File: src/common/bb_consts.svh
`ifndef BB_CONSTS_SVH
`define BB_CONSTS_SVH

`define BB_FIFO_AW       3     // FIFO depth of 8 symbols
`define BB_TAPS          8     // FIR length
`define BB_TAP_AW        3     // Tap index width
`define BB_BITS_PER_SYM  4     // 16-QAM
`define BB_BIT_CNT_W     2     // Counts bits within a symbol
`define BB_LEVEL_W       4
`define BB_SAMPLE_W      10
`define BB_COEFF_W       8
`define BB_ACC_W         16    // Holds the full sum of eight products
`define BB_ADDR_W        10
`define BB_BIT_SEL_W     3     // Low address bits pick the readback bit
`define BB_IDX_W         7     // High address bits pick the coefficient
`define BB_RATE_W        4
`define BB_SAMPLE_MAX    511
`define BB_SAMPLE_MIN    (-512)

`endif

File: src/common/bb_pkg.sv
`include "bb_consts.svh"

package bb_pkg;

    // One component of a 16-QAM symbol, only +-1 and +-3 are used
    typedef logic signed [`BB_LEVEL_W-1:0] level_t;

    // FIFO payload, I in the upper nibble
    typedef struct packed {
        level_t i;
        level_t q;
    } iq_sym_t;

    // Shaped output sample after saturation
    typedef logic signed [`BB_SAMPLE_W-1:0] sample_t;

    // FIR tap weight
    typedef logic signed [`BB_COEFF_W-1:0] coeff_t;

    // Coefficient port address, index in [9:3], bit select in [2:0]
    typedef logic [`BB_ADDR_W-1:0] mem_addr_t;

    typedef enum logic {
        COLLECT,    // Taking bits from the source
        HOLD        // Finished symbol waits for FIFO space
    } map_state_t;

endpackage

File: src/pulse_shaper/coeff_ram.sv
`timescale 1ns/100ps
`include "bb_consts.svh"

module coeff_ram (
    input  logic                           i_dsp_clk,
    input  logic                           i_rst_n,
    input  logic                           i_rw,
    input  bb_pkg::mem_addr_t              i_mem_addr,
    input  bb_pkg::coeff_t                 i_coeff_in,
    output bb_pkg::coeff_t [`BB_TAPS-1:0]  o_coeffs,
    output logic                           o_mem_read_out
);

    logic [`BB_IDX_W-1:0]     coeff_idx;
    logic [`BB_BIT_SEL_W-1:0] bit_sel;
    logic                     idx_valid;
    bb_pkg::coeff_t           sel_coeff;

    assign coeff_idx = i_mem_addr[`BB_ADDR_W-1:`BB_BIT_SEL_W];
    assign bit_sel   = i_mem_addr[`BB_BIT_SEL_W-1:0];
    assign idx_valid = (coeff_idx < `BB_IDX_W'(`BB_TAPS));     // Upper indices are unmapped
    assign sel_coeff = o_coeffs[coeff_idx[`BB_TAP_AW-1:0]];

    always_ff @(posedge i_dsp_clk or negedge i_rst_n) begin
        if (!i_rst_n) begin
            o_coeffs       <= '0;
            o_mem_read_out <= 1'b0;
        end else begin
            if (i_rw && idx_valid) begin
                o_coeffs[coeff_idx[`BB_TAP_AW-1:0]] <= i_coeff_in;
            end
            // Value before any write in the same cycle
            o_mem_read_out <= idx_valid && sel_coeff[bit_sel];
        end
    end

endmodule

File: src/pulse_shaper/pulse_shaper.sv
`timescale 1ns/100ps
`include "bb_consts.svh"

module pulse_shaper (
    input  logic                  i_dsp_clk,
    input  logic                  i_rst_n,
    input  logic [`BB_RATE_W-1:0] i_sample_rate,
    input  logic                  i_rw,
    input  bb_pkg::mem_addr_t     i_mem_addr,
    input  bb_pkg::coeff_t        i_coeff_in,
    input  bb_pkg::iq_sym_t       i_fifo_data,
    input  logic                  i_fifo_empty,
    output logic                  o_pop,
    output bb_pkg::sample_t       o_i_out,
    output bb_pkg::sample_t       o_q_out,
    output logic                  o_mem_read_out
);

    bb_pkg::coeff_t [`BB_TAPS-1:0] coeffs;
    bb_pkg::level_t [`BB_TAPS-1:0] line_i;     // Tap 0 is the newest sample
    bb_pkg::level_t [`BB_TAPS-1:0] line_q;
    logic [`BB_RATE_W-1:0]         phase;
    logic [`BB_RATE_W-1:0]         phase_last;
    logic                          boundary;
    bb_pkg::iq_sym_t               sym_in;
    logic signed [`BB_ACC_W-1:0]   acc_i;
    logic signed [`BB_ACC_W-1:0]   acc_q;

    function automatic bb_pkg::sample_t saturate(input logic signed [`BB_ACC_W-1:0] v);
        if (v > `BB_SAMPLE_MAX) begin
            return bb_pkg::sample_t'(`BB_SAMPLE_MAX);
        end
        if (v < `BB_SAMPLE_MIN) begin
            return bb_pkg::sample_t'(`BB_SAMPLE_MIN);
        end
        return bb_pkg::sample_t'(v);
    endfunction

    coeff_ram u_coeff_ram (
        .i_dsp_clk      (i_dsp_clk),
        .i_rst_n        (i_rst_n),
        .i_rw           (i_rw),
        .i_mem_addr     (i_mem_addr),
        .i_coeff_in     (i_coeff_in),
        .o_coeffs       (coeffs),
        .o_mem_read_out (o_mem_read_out)
    );

    // Rate 0 wraps to 15 here, giving N = 16
    assign phase_last = i_sample_rate - `BB_RATE_W'(1);
    assign boundary   = (phase == '0);
    assign o_pop      = boundary && !i_fifo_empty;
    assign sym_in     = o_pop ? i_fifo_data : '0;    // Zero stuffing and underflow

    always_ff @(posedge i_dsp_clk or negedge i_rst_n) begin
        if (!i_rst_n) begin
            phase <= '0;
        end else if (phase >= phase_last) begin
            phase <= '0;    // Also resyncs after a rate change
        end else begin
            phase <= phase + `BB_RATE_W'(1);
        end
    end

    always_ff @(posedge i_dsp_clk or negedge i_rst_n) begin
        if (!i_rst_n) begin
            line_i <= '0;
            line_q <= '0;
        end else begin
            line_i <= {line_i[`BB_TAPS-2:0], sym_in.i};
            line_q <= {line_q[`BB_TAPS-2:0], sym_in.q};
        end
    end

    always_comb begin
        acc_i = '0;
        acc_q = '0;
        for (int k = 0; k < `BB_TAPS; k++) begin
            acc_i = acc_i + $signed(coeffs[k]) * $signed(line_i[k]);
            acc_q = acc_q + $signed(coeffs[k]) * $signed(line_q[k]);
        end
    end

    always_ff @(posedge i_dsp_clk or negedge i_rst_n) begin
        if (!i_rst_n) begin
            o_i_out <= '0;
            o_q_out <= '0;
        end else begin
            o_i_out <= saturate(acc_i);
            o_q_out <= saturate(acc_q);
        end
    end

endmodule

File: config.mk
export PLATFORM = sky130hd
export DESIGN_NAME = pulse_shaper
export DESIGN_NICKNAME = d
export VERILOG_FILES = /design/src/common/bb_pkg.sv /design/src/pulse_shaper/coeff_ram.sv /design/src/pulse_shaper/pulse_shaper.sv
export VERILOG_INCLUDE_DIRS = /design/src /design/src/common
export SDC_FILE = /design/constraint.sdc
export NUM_CORES = 2
export LEC_CHECK = 0
export ABC_CLOCK_PERIOD_IN_PS = 8050
export BUFFER_PORTS_ARGS = -buffer_cell sky130_fd_sc_hd__buf_2
export CAP_MARGIN = 0
export CORE_ASPECT_RATIO = 0.5
export CORE_MARGIN = 4
export CORE_UTILIZATION = 35
export DETAILED_ROUTE_END_ITERATION = 8
export SLEW_MARGIN = 20
export SYNTH_ARGS = -nofsm -noshare
export SYNTH_HDL_FRONTEND = slang
export SYNTH_SLANG_ARGS = --single-unit
File: constraint.sdc
create_clock -name i_dsp_clk -period 8.05 [get_ports i_dsp_clk]
set_input_delay 1.61 -clock i_dsp_clk [delete_from_list [all_inputs] [get_ports i_dsp_clk]]
set_output_delay 1.61 -clock i_dsp_clk [all_outputs]
set_load 0.05 [all_outputs]
==> results.yml <==
run_status:
  status: "finished, final reports clean"
detailed_routing:
  drc: 0
  dr.first_iter.drc_count: 1523
  dr.pass1.iters: 5
  ant_nets: 0
  vias_per_cell: 4.768
  routedWlPerCell_um: 21.36
  vias: 17470
  routed_wl_um: 78270
synthesis:
  ys_warn_count: 0
  muxShareOfSynthArea_pct: 3.899
  ys_async_sr_fraction_pct: 100.0
  ys_seq_area_share_pct: 14.20
  avgSynthCellArea_um2: 10.46
  synth_compound_area_share_pct: 3.361
  ys_ff_latch: 153
  synth_ff_type: "dfrtp_1"
  synth-simple-area-share_pct: 11.86
  synthesis.area_mm2: 0.02696
  syn_nets: 3392
  synth-xor-area-share_pct: 1.750
  synthCells: 2577
  synth_edf_count: 0
  synth_top_family_by_area: "adder cells"
  synth.distinct_cells: 62
  synthAdderAreaFrac_pct: 54.04
final_layout:
  syn2layout_area_growth_pct: 8.350
  stdcell_count: 3664
  fin_nets: 3442
  final_common_cell: "inv_1"
  final_area_mm2: 0.02921
  final_cell_mix: "719 x inv_1, 636 x fa_1, 222 x and2_1"
  final_util_pct: 38.59
  drive_gt1_share_pct: 8.674
worst_setup_path:
  crit_fanout: 10
  cp.arrival_ns: 8.00
  critPathCapture: "o_i_out[4]"
  cpMaxStageDelayCell: "dfrtp_1"
  reg2reg_slack_ns: 0.36
  cpMostUsedCell: "fa_1"
  max_stage_delay_ns: 0.66
  cp.required_ns: 8.36
  cp-startpoint: "u_coeff_ram.o_coeffs[3]"
  end_kind: "register"
  reg2reg_depth: 22
  path_cells: "nand2_1 > fa_1 > inv_1 > fa_1 > inv_1 > fa_1 > fa_1 > inv_1 > fa_1 > fa_1 > fa_1 > inv_1 > fa_1 > inv_1 > ha_1 > a21o_1 > a221oi_4 > o211ai_1 > a41oi_1 > xnor2_1 > a41oi_2 > a21oi_1"
  reg2reg_from: "u_coeff_ram.o_coeffs[3]"
  worstReg2RegEnd: "o_i_out[4]"
  start_kind: "register"
  critical_path_class: "reg -> reg"
place:
  port_buffers: 55
  placedCellCount: 3629
  placed_area_mm2: 0.02856
  dpl_worst_slack_ns: 0.2967
  gp_congestion: 0.9468
  place_hpwl_um: 66910
power:
  seqPwrFrac_pct: 15.9
  pwr-share-comb_pct: 72.8
  p_int_mw: 3.776
  ir_drop_mv: 0.2778
  p_clk_share_pct: 11.2
  p_sw_share_pct: 52.73
  p_switching_mw: 4.213
  total_power_mw: 7.988
  power_density_mw_per_mm2: 273.5
  p_leak_nw: 14.71
clock_network:
  insertion_delay_ns: 0.46
  cts-root-buf: "clkbuf_16"
  path_clk_slew_ns: 0.07
  cts_sinks: 153
  cts_tree: "yes"
  clockBufferDepth: 2
  cts_max_level: 4
  numCtsBuffers: 17
  holdBufCountCts: 0
timing:
  tightest_slew_ns: 0.9632
  fmax_mhz: 130.1
  slew_viol_final: 0
  slew_headroom_pct: 35.20
  skew_ns: 0.01183
  rsz0062_at_grt: "false"
  setup_viol: 0
  min_period_ns: 7.687
  holdWs_ns: 0.4771
  hold_viol: 0
  layout_worst_path_cycle_share_pct: 95.50
  fin_setup_tns_ns: 0
  setup_ws_ns: 0.3626
die:
  num_rows: 71
  dieArea_mm2: 0.08179
  die_y_um: 204.2
  dieWidth_um: 400.5
  core-area_mm2: 0.07569
  ios: 56
  start_util_pct: 35.61
global_routing:
  grtUsageTotal_pct: 20.17
  grt_max_degree: 66
  grt_overflow: 0
  grt_pass1_vias: 19150
  antenna_found_initial: 4
  grt_first_pass_wirelength_um: 121800
flow_run:
  maxCapViolCount: 0
hold_path:
  hold_path.class: "reg -> reg"
-- per-layer routing --
layer | part of all wire, % | up-vias | track usage [%]
li1 | - | 7561 | -
met1 | 45 | 9094 | 29.37
met2 | 40 | 719 | 28.15
met3 | 12 | 91 | 7.668
met4 | 2.3 | 4 | 4.796
met5 | 0.13 | - | 0.7602
-- cells in the mapped netlist (all sizes together) (4+ instances only) --
library cell  count  area share (%)
inv             719              10
fa              636              47
and2            222             5.2
nand2           201             2.8
dfrtp           153              14
ha              145             6.7
mux2             70             2.9
nand2b           66             1.5
clkbuf           54            0.76
nor2b            48             1.1
nor2             42            0.59
xnor2            38             1.3
a21oi            34            0.63
a21o             19            0.54
o21ai            15            0.28
xor2             15            0.49
mux4              9            0.75
nand3             8            0.15
buf               7            0.12
a221oi            6            0.31
mux2i             6            0.22
a41oi             5            0.27
nor3              5           0.093
and3              4            0.11
o211ai            4            0.15
o21a              4            0.11
-- worst min path at each step --
stage / start / end / slack (ns) / cells after the start
after floorplan: line_i[14] / line_i[18] / 0.35 / 0
after global placement: line_q[3] / line_q[7] / 0.42 / 0
after detailed placement: line_q[3] / line_q[7] / 0.46 / 0
after CTS: line_q[3] / line_q[7] / 0.47 / 0
after global routing: line_q[3] / line_q[7] / 0.49 / 0
final: line_q[3] / line_q[7] / 0.48 / 0
-- sequential cells by signal (all words and copies together), names as in the netlist --
register                    count
line_i                         32
o_i_out                        10
u_coeff_ram.o_coeffs           64
phase                           4
line_q                         32
u_coeff_ram.o_mem_read_out      1
o_q_out                        10
-- power groups by stage --
stage / Clock, mW / Sequential, mW / Combinational [mW]
4_1_cts: 0.911 / 1.26 / 5.77
2_1_floorplan: 0 / 1.24 / 4.17
5_1_grt: 0.939 / 1.29 / 6.59
3_5_place_dp: 0 / 1.27 / 5.74
6_report: 0.896 / 1.27 / 5.82
3_3_place_gp: 0 / 1.27 / 5.62
-- worst max-delay path, delay by kind of cell, from the launching register on --
kind | cells | cell delay, ns
simple gates | 1 | 0.15
buf+inv | 5 | 0.29
xor+xnor | 1 | 0.23
compound gates | 6 | 1.75
flops | 1 | 0.66
fa+ha+maj | 9 | 4.49
-- cells by family after synthesis --
kind of cell               Yosys count
AOI/OAI and AO/OA                  115
xor gates and xnor gates            53
adders and majority gates          783
buffers and inverters              780
DFF                                153
muxes                               85
and+or+nand+nor                    608
-- cell type report --
cell class,count,area (um^2)
clock buffers,19,452.9
diodes,2,5.005
clock inverters,13,166.4
repair buffers,92,559.3
well taps,1022,1279
flip-flops and latches,153,3831
multi-input cells,1644,20210
inverters,719,2699
fillers,7462,46480
-- what timing repair did --
item,4_1_cts,5_1_grt
setup buffers,0,1
resized for setup,0,3
endpoints found under the setup margin,0,12
(Power assumes the default switching activity.)
