### src/common/bb_consts.svh
`ifndef BB_CONSTS_SVH
`define BB_CONSTS_SVH

`define BB_FIFO_AW       3     // FIFO depth of 8 symbols
`define BB_TAPS          8     // FIR length
`define BB_TAP_AW        3     // Tap index width
`define BB_BITS_PER_SYM  4     // 16-QAM
`define BB_BIT_CNT_W     2     // Counts bits within a symbol
`define BB_LEVEL_W       4
`define BB_SAMPLE_W      10
`define BB_COEFF_W       8
`define BB_ACC_W         16    // Holds the full sum of eight products
`define BB_ADDR_W        10
`define BB_BIT_SEL_W     3     // Low address bits pick the readback bit
`define BB_IDX_W         7     // High address bits pick the coefficient
`define BB_RATE_W        4
`define BB_SAMPLE_MAX    511
`define BB_SAMPLE_MIN    (-512)

`endif

### src/common/bb_pkg.sv
`include "bb_consts.svh"

package bb_pkg;

    // One component of a 16-QAM symbol, only +-1 and +-3 are used
    typedef logic signed [`BB_LEVEL_W-1:0] level_t;

    // FIFO payload, I in the upper nibble
    typedef struct packed {
        level_t i;
        level_t q;
    } iq_sym_t;

    // Shaped output sample after saturation
    typedef logic signed [`BB_SAMPLE_W-1:0] sample_t;

    // FIR tap weight
    typedef logic signed [`BB_COEFF_W-1:0] coeff_t;

    // Coefficient port address, index in [9:3], bit select in [2:0]
    typedef logic [`BB_ADDR_W-1:0] mem_addr_t;

    typedef enum logic {
        COLLECT,    // Taking bits from the source
        HOLD        // Finished symbol waits for FIFO space
    } map_state_t;

endpackage

### src/symbol_mapper/symbol_mapper.sv
`timescale 1ns/100ps
`include "bb_consts.svh"

module symbol_mapper (
    input  logic            i_data_clk,
    input  logic            i_rst_n,
    input  logic            i_data_in,
    input  logic            i_enable,
    input  logic            i_full,
    output logic            o_push,
    output bb_pkg::iq_sym_t o_sym,
    output logic            o_mapping
);

    bb_pkg::map_state_t              state;
    logic [`BB_BIT_CNT_W-1:0]        bit_cnt;
    logic [`BB_BITS_PER_SYM-2:0]     shreg;
    logic [`BB_BITS_PER_SYM-1:0]     nibble;
    logic                            sym_valid;
    logic                            take_bit;
    logic                            last_bit;

    // Gray rule so adjacent levels differ in one bit
    function automatic bb_pkg::level_t gray_level(input logic [1:0] pair);
        case (pair)
            2'b00:   gray_level = bb_pkg::level_t'(-3);
            2'b01:   gray_level = bb_pkg::level_t'(-1);
            2'b11:   gray_level = bb_pkg::level_t'(1);
            default: gray_level = bb_pkg::level_t'(3);
        endcase
    endfunction

    assign o_mapping = (state == bb_pkg::COLLECT);
    assign take_bit  = i_enable && o_mapping;
    assign last_bit  = take_bit && (bit_cnt == `BB_BIT_CNT_W'(`BB_BITS_PER_SYM - 1));
    assign nibble    = {shreg, i_data_in};    // First bit ends up as MSB
    assign o_push    = sym_valid && !i_full;

    always_ff @(posedge i_data_clk or negedge i_rst_n) begin
        if (!i_rst_n) begin
            state     <= bb_pkg::HOLD;     // Leaves on the first edge with nothing held
            bit_cnt   <= '0;
            sym_valid <= 1'b0;
        end else begin
            if (take_bit) begin
                bit_cnt <= bit_cnt + `BB_BIT_CNT_W'(1);
            end
            if (last_bit) begin
                sym_valid <= 1'b1;
            end else if (o_push) begin
                sym_valid <= 1'b0;
            end
            case (state)
                bb_pkg::COLLECT: begin
                    if (sym_valid && i_full) begin
                        state <= bb_pkg::HOLD;     // Stop taking bits
                    end
                end
                default: begin
                    if (!sym_valid || !i_full) begin
                        state <= bb_pkg::COLLECT;
                    end
                end
            endcase
        end
    end

    always_ff @(posedge i_data_clk) begin
        if (take_bit) begin
            shreg <= nibble[`BB_BITS_PER_SYM-2:0];
        end
        if (last_bit) begin
            o_sym.i <= gray_level(nibble[3:2]);
            o_sym.q <= gray_level(nibble[1:0]);
        end
    end

    // A symbol that cannot be pushed is kept unchanged
    a_hold_while_full: assert property (@(posedge i_data_clk) disable iff (!i_rst_n)
        sym_valid && i_full |=> sym_valid && $stable(o_sym))
        else $error("symbol_mapper: held symbol lost while FIFO full");

    // Symbol samples stay nonzero in the output
    a_no_zero_level: assert property (@(posedge i_data_clk) disable iff (!i_rst_n)
        o_push |-> (o_sym.i != '0) && (o_sym.q != '0))
        else $error("symbol_mapper: zero level in pushed symbol");

endmodule

### config.mk
export PLATFORM = sky130hd
export DESIGN_NAME = symbol_mapper
export DESIGN_NICKNAME = d
export VERILOG_FILES = /design/src/common/bb_pkg.sv /design/src/symbol_mapper/symbol_mapper.sv
export VERILOG_INCLUDE_DIRS = /design/src /design/src/common
export SDC_FILE = /design/constraint.sdc
export NUM_CORES = 1
export LEC_CHECK = 0
export BUFFER_PORTS_ARGS = -buffer_cell sky130_fd_sc_hd__buf_2
export CORE_AREA = 2 2 39 41
export CTS_CLUSTER_SIZE = 16
export DETAILED_ROUTE_END_ITERATION = 10
export DIE_AREA = 0 0 41 43
export PLACE_DENSITY = 0.72
export SLEW_MARGIN = 40
export SYNTH_ARGS = -nofsm -noshare
export SYNTH_HDL_FRONTEND = slang
export SYNTH_SLANG_ARGS = --single-unit
### constraint.sdc
create_clock -name i_data_clk -period 3.04 [get_ports i_data_clk]
set_clock_uncertainty 0.05 [all_clocks]
set_input_delay 0.456 -clock i_data_clk [delete_from_list [all_inputs] [get_ports i_data_clk]]
set_output_delay 0.456 -clock i_data_clk [all_outputs]
set_load 0.005 [all_outputs]
==> results.yml, run 1 <==
finish:
  fill_cells: 132
  seqCellArea_um2: 312
  area_growth_pct: 17.3
  multi_input_area_um2: 163
  drive_above_1_share: 0.412
  antenna_cells: 0
  fin_nets: 63
  final_util: 0.440
cts:
  clockBufferDepth: 2
  htreeDepth: 1
  cts_setup_buffers: 0
  clk_pin_slew_worst_paths_ns: 0.07
  cts_root_buffer: "clkbuf_4"
  cts_sinks: 11
  cts_tree: "yes"
  cts_buffers: 3
  worstSkewPairLatency_ns: 0.26
floorplan:
  core_um2: 1380
  io_pins: 15
  dieArea_um2: 1760
  dieHeight_um: 43
  start_util: 0.375
  fp.dieW_um: 41
  rows: 14
yosys:
  yosysSeqAreaShare: 0.600
  syn-instance-count: 37
  ys_seq_elements: 11
  syn_avg_cell_area_um2: 14.0
  synth_area_um2: 519
  yosysWarnings: 0
  ys_types: 16
pwr:
  p_leak_uw: 0.000300
  p_sw_uw: 113
  max-vdd-ir-drop_mv: 0.289
  internal_power_uw: 316
  power_density_nw_per_um2: 704
  switching_share: 0.262
  p_seq_frac: 0.527
  clkPwrFrac: 0.232
  comb_power_share: 0.241
timing:
  rsz0062_at_grt: "no"
  layout_setup_ws_ns: 1.56
  fmax_mhz: 678
  fin_crit_ns: 1.48
  hold_viol: 0
  setup_tns_ns: 0
  drv_slew: 0
  timing.final.crit_share: 0.485
  setup_viol: 0
job:
  max_cap_violations: 0
grt:
  grt_max_degree: 8
  use_met2: 0.150
  met3_usage: 0.0314
  globalRouteMet1Util: 0.120
  grt.total_usage: 0.103
  grt_pass1_vias: 301
  grt_pass1_wl_um: 1150
  antenna_found_initial: 0
  top_usage_layer: "met2"
  gr-total-overflow: 0
critical_path:
  critPathLaunchType: "flop"
  crit_arrival_ns: 0.97
  path_cells: "inv_1, buf_2"
  critPathMaxFanout: 2
  crit_type: "reg2out"
  cp_data_required_time_ns: 2.53
  crit_path_end_kind: "output pin"
  cp_slowest_stage_delay_ns: 0.56
  slowest_stage: "dfstp_2"
routing:
  post-route-drc-count: 0
  num_vias: 279
  viasPerCell: 4.16
  initialDrtViolationCount: 0
  wirelength_um: 645
  ant_nets: 0
  first_pass_iters: 1
  wl_per_cell_um: 9.63
placement:
  hpwl_um: 506
  place_ws_ns: 1.66
  io_buffers: 12
  gp_congestion: 0.655
status:
  status: "completed"
min_path:
  min_path_type: "in2reg"
==> worst max-delay path: cells and delay by family, from the launching register on <==
family | cells | cell delay (ns)
buffers and inverters | 2 | 0.15
flip-flops | 1 | 0.56
==> power groups by stage <==
stage | clock, uW | sequential (uW) | combinational (uW)
after floorplan | 0 | 227 | 76.6
after global routing | 111 | 233 | 121
after CTS | 103 | 227 | 107
final | 99.4 | 226 | 103
after detailed placement | 0 | 230 | 104
after global placement | 0 | 228 | 102
==> cells in the mapped netlist <==
cell	instances	area, um^2
inv_1	5	18.8
nor2b_1	1	6.26
ha_1	6	75.1
nor2b_4	1	13.8
dfstp_2	1	26.3
xor2_1	1	8.76
a21o_2	1	8.76
conb_1	1	3.75
and2_2	1	7.51
mux2_4	1	15.0
or2_2	1	6.26
edfxtp_1	7	210
and2_1	1	6.26
nor2_1	2	7.51
dfrtp_1	3	75.1
buf_4	4	30.0
==> layout by cell type, fill, tap and decap left out, types with 2 or more instances in the layout <==
| cell | instances |
|---|---|
| buf_2 | 12 |
| clkbuf_4 | 3 |
| conb_1 | 2 |
| dfrtp_1 | 3 |
| edfxtp_1 | 7 |
| ha_1 | 6 |
| inv_1 | 5 |
| nor2_1 | 2 |
==> layer usage <==
layer / vias up / wire length [um]
li1: 141 / -
met5: - / 0
met2: 10 / 336
met4: 0 / 7
met3: 2 / 43
met1: 126 / 259
==> cells by family after synthesis <==
family                   count (synthesis)  share of synthesized area
flip-flops                              11                      0.600
buffers and inverters                    9                     0.0940
AND/OR/NAND/NOR                          7                     0.0916
adder cells (fa/ha/maj)                  6                      0.145
other                                    1                    0.00722
AO/OA/AOI/OAI                            1                     0.0169
XOR/XNOR                                 1                     0.0169
multiplexers                             1                     0.0289
==> layout make-up <==
cell class                 count  share of cell area
sequential                    11               0.511
multi-input combinational     18               0.267
tap                           16              0.0329
inverter                       5              0.0308
timing repair buffer          13               0.115
clock buffer                   4              0.0431
==> state kept, by name, indices dropped and copies added, names as in the netlist <==
| register | flops |
|---|---|
| bit_cnt | 2 |
| o_sym | 4 |
| state | 1 |
| sym_valid | 1 |
| shreg | 3 |
==> metrics by stage <==
stage	std cells	hold slack (ns)	power (uW)	instance area [um^2]
2_1_floorplan	38	0.110	304	523
3_3_place_gp	62	0.212	330	573
3_5_place_dp	62	0.211	334	573
4_1_cts	67	0.342	437	609
5_1_grt	67	0.345	465	609
6_report	67	0.353	429	609
==> worst paths after layout <==
kind | cells past startpoint | slack [ns] | end | start
worst max-delay path | 2 | 1.56 | o_mapping | state
worst min-delay path | 1 | 0.35 | shreg[0] | i_data_in
worst max register to register | 2 | 1.87 | o_sym[2] | state
worst min register to register | 0 | 0.42 | shreg[1] | shreg[0]
max in group asynchronous | 2 | 2.29 | state | i_rst_n
min in group asynchronous | 2 | 0.45 | bit_cnt[0] | i_rst_n
==> repair_timing <==
action	CTS	global route
gates resized for setup	0	0
hold buffers	1	0
hold endpoints to repair	3	0
Power figures use the tool's default switching activity.
==> run 2: changes to the inputs <==
- clock period: 3.04 -> 1.5 ns (I/O delays scaled with it)
==> results.yml, run 2 (synthesized netlist as in run 1, its figures left out) <==
status:
  status: "completed"
cts:
  cts_buffers: 3
  clk_pin_slew_worst_paths_ns: 0.07
  cts_sinks: 11
  worstSkewPairLatency_ns: 0.26
  htreeDepth: 1
  clockBufferDepth: 2
  cts_root_buffer: "clkbuf_4"
  cts_tree: "yes"
  cts_setup_buffers: 0
finish:
  final_common_cell: "buf_2"
  fin_nets: 63
  drive_above_1_share: 0.431
  fill_cells: 128
  regMostFlops: "o_sym"
  largest_register_ffs: 4
  layout_common_cells: "12 x buf_2, 7 x edfxtp_1, 6 x ha_1, 5 x inv_1"
  top_regs: "o_sym: 4 flops, shreg: 3 flops, bit_cnt: 2 flops"
  final_util: 0.441
  antenna_cells: 0
  area_growth_pct: 17.6
  multi_input_area_um2: 163
  seqCellArea_um2: 312
grt:
  grt.total_usage: 0.106
  globalRouteMet1Util: 0.103
  antenna_found_initial: 0
  grt_pass1_vias: 305
  grt_max_degree: 8
  met3_usage: 0.0471
  top_usage_layer: "met2"
  grt_pass1_wl_um: 1180
  use_met2: 0.172
  gr-total-overflow: 0
timing:
  layout_setup_ws_ns: 0.259
  timing.final.crit_share: 0.827
  rsz0062_at_grt: "no"
  drv_slew: 0
  fmax_mhz: 806
  fin_crit_ns: 1.24
  hold_viol: 0
  setup_tns_ns: 0
  setup_viol: 0
pwr:
  p_leak_uw: 0.000303
  power_density_nw_per_um2: 1410
  max-vdd-ir-drop_mv: 0.806
critical_path:
  critPathMaxFanout: 2
  startpoint: "state"
  cp_data_required_time_ns: 1.22
  slowest_stage: "dfstp_2"
  critPathLaunchType: "flop"
  path_delay_family: "flip-flops"
  crit_path_end_kind: "output pin"
  path_depth: 2
  crit_type: "reg2out"
  path_cells: "inv_1, buf_2"
  cp_slowest_stage_delay_ns: 0.55
  r2r-end: "o_sym[2]"
  crit_arrival_ns: 0.97
  r2r_start: "shreg[0]"
  rrSetupSlack_ns: 0.33
  worst-r2r-cell-count: 3
  path_buf_inv: 2
routing:
  ant_nets: 0
  viasPerCell: 4.27
  wirelength_um: 614
  num_vias: 286
  initialDrtViolationCount: 2
  first_pass_iters: 2
  wl_per_cell_um: 9.16
  post-route-drc-count: 0
min_path:
  hp-start: "i_data_in"
  hold_path_depth: 1
  hold_end: "shreg[0]"
  min_path_type: "in2reg"
floorplan:
  fp.dieW_um: 41
  rows: 14
  io_pins: 15
  core_um2: 1380
  dieArea_um2: 1760
  dieHeight_um: 43
  start_util: 0.375
placement:
  gp_congestion: 0.643
  place_ws_ns: 0.313
  io_buffers: 12
  hpwl_um: 510
job:
  max_cap_violations: 0
## run 2: cell types whose count changed in the layout (fill, tap and decap cells not counted)
cell / delta
clkbuf_1: -1
clkinv_2: +1
## run 2: where the power goes
part,switching (uW),internal [uW]
clock,96.6,98.5
combinational,90.7,118
sequential,39.4,419
## run 2: cell type report
| cell class | instances | area share |
|---|---|---|
| clock buffers | 3 | 0.0369 |
| clock inverters | 1 | 0.00820 |
| inverters | 5 | 0.0307 |
| multi-input cells | 18 | 0.266 |
| flip-flops and latches | 11 | 0.510 |
| well taps | 16 | 0.0328 |
| repair buffers | 13 | 0.115 |
## run 2: how the worst max path moves through the flow
stage / to / slack (ns)
6_report: o_mapping / 0.26
5_1_grt: o_mapping / 0.21
4_1_cts: o_mapping / 0.24
3_5_place_dp: o_sym[2] / 0.31
3_3_place_gp: o_sym[2] / 0.34
2_1_floorplan: o_sym[2] / 0.39
## run 2: routing by layer
metal / wire (um) / share of wire / vias to the layer above
li1: - / - / 145
met1: 230 / 0.37 / 131
met2: 340 / 0.55 / 10
met3: 43 / 0.070 / 0
met4: 0 / 0 / 0
met5: 0 / 0 / -
## run 2: timing repair
action	CTS	global route
setup endpoints to repair	0	0
hold endpoints to repair	4	0
hold buffers	1	0
gates resized for setup	0	0
## run 2: per-stage QoR
stage | cells | power (uW) | instance area [um^2] | hold slack, ns
6_report | 67 | 863 | 611 | 0.118
5_1_grt | 67 | 946 | 611 | 0.105
4_1_cts | 67 | 885 | 611 | 0.110
3_5_place_dp | 62 | 679 | 573 | -0.0174
3_3_place_gp | 62 | 668 | 573 | -0.0206
2_1_floorplan | 38 | 616 | 523 | -0.121
==> run 3: changes to the inputs <==
- clock period: 1.5 -> 1.19 ns (I/O delays scaled with it)
==> results.yml, run 3 (synthesized netlist as in run 1, its figures left out) <==
finish:
  antenna_cells: 0
  layout_common_cells: "11 x buf_2, 7 x edfxtp_1, 6 x ha_1, 4 x inv_1"
  design_area_um2: 638
  fill_cells: 124
  regMostFlops: "o_sym"
  final_common_cell: "buf_2"
  final_util: 0.461
  top_regs: "o_sym: 4 flops, shreg: 3 flops, bit_cnt: 2 flops"
  largest_register_ffs: 4
  area_growth_pct: 22.9
  stdcell_count: 70
  drive_above_1_share: 0.463
  fin_nets: 66
timing:
  setup_tns_ns: -0.00550
  setup_viol: 1
  timing.final.crit_share: 1.00
  drv_slew: 0
  rsz0062_at_grt: "yes"
  layout_setup_ws_ns: -0.00550
  fmax_mhz: 836
  fin_crit_ns: 1.20
  hold_viol: 0
critical_path:
  crit_type: "reg2out"
  cp_data_required_time_ns: 0.96
  crit_arrival_ns: 0.97
  critPathMaxFanout: 2
  critPathLaunchType: "flop"
  crit_path_end_kind: "output pin"
placement:
  io_buffers: 12
  gp_congestion: 0.631
  hpwl_um: 490
  place_inst: 62
  place_area_um2: 573
status:
  status: "finished, violations left"
  violations: "setup timing"
pwr:
  p_leak_uw: 0.000318
  power_density_nw_per_um2: 1770
  max-vdd-ir-drop_mv: 0.735
grt:
  grt.total_usage: 0.0870
  antenna_found_initial: 0
  grt_pass1_wl_um: 1060
  grt_pass1_vias: 273
  grt_max_degree: 8
  gr-total-overflow: 0
floorplan:
  io_pins: 15
  dieHeight_um: 43
  fp.dieW_um: 41
  core_um2: 1380
  rows: 14
  dieArea_um2: 1760
  start_util: 0.375
cts:
  clk_pin_slew_worst_paths_ns: 0.07
  htreeDepth: 1
  cts_buffers: 3
  cts_tree: "yes"
  worstSkewPairLatency_ns: 0.26
  cts_sinks: 11
  clockBufferDepth: 2
  cts_root_buffer: "clkbuf_4"
routing:
  ant_nets: 0
  post-route-drc-count: 0
  num_vias: 289
  wl_per_cell_um: 9.24
  first_pass_iters: 2
  initialDrtViolationCount: 2
  wirelength_um: 647
  viasPerCell: 4.13
min_path:
  min_path_type: "in2reg"
job:
  max_cap_violations: 0
## run 3: changes by cell type in the layout (fill, tap and decap cells not counted), sizes merged
cell and delta:
clkbuf +1, buf +3, clkinv -1
## run 3: area by class of cell
cell class,count,area (um^2),area share
flip-flops and latches,11,312,0.488
multi-input cells,18,163,0.255
repair buffers,16,98.8,0.155
clock buffers,4,26.3,0.0412
well taps,16,20.0,0.0314
inverters,5,18.8,0.0294
## run 3: power breakdown
part,leakage (uW),internal [uW],switching [uW]
Sequential,0.000113,528,48.2
Clock,0.0000150,130,126
Combinational,0.000190,177,122
## run 3: path summary, 6_finish.rpt
path | startpoint | end | slack [ns] | depth (start not counted)
setup reg to reg | shreg[0] | o_sym[2] | 0.04 | 3
min in group asynchronous | i_rst_n | sym_valid | 0.18 | 2
hold reg to reg | bit_cnt[0] | bit_cnt[0] | 0.43 | 1
max in group asynchronous | i_rst_n | state | 0.71 | 2
hold / removal | i_data_in | shreg[0] | 0.08 | 1
setup / recovery | state | o_mapping | -0.006 | 2
## run 3: per-stage QoR
stage | setup WS [ns] | hold slack [ns] | power (uW)
after floorplan | 0.0837 | -0.167 | 776
after global placement | 0.0361 | -0.0660 | 843
after detailed placement | 0.0257 | -0.0628 | 856
after CTS | -0.00821 | 0.0767 | 1110
after global routing | -0.0389 | 0.0703 | 1210
final | -0.00550 | 0.0785 | 1130
## run 3: what timing repair did
| action | in CTS | in global routing |
|---|---|---|
| setup buffers | 0 | 3 |
| endpoints found under the setup margin | 1 | 6 |
| hold buffers | 1 | 0 |
| cloned | 0 | 0 |
| hold endpoints to repair | 4 | 0 |
| gates resized for setup | 1 | 1 |
## run 3: critical path, cell delays in order (launching register included)
cell and delay (ns):
dfstp_2 0.56, inv_2 0.04, buf_6 0.10
## run 3: routing by layer
| layer | global-route usage | up-vias | routed length (um) |
|---|---|---|---|
| met3 | 0.0157 | 0 | 49 |
| met2 | 0.138 | 12 | 310 |
| met4 | 0.0400 | 0 | 0 |
| li1 | - | 147 | - |
| met1 | 0.110 | 130 | 286 |
| met5 | 0 | - | 0 |
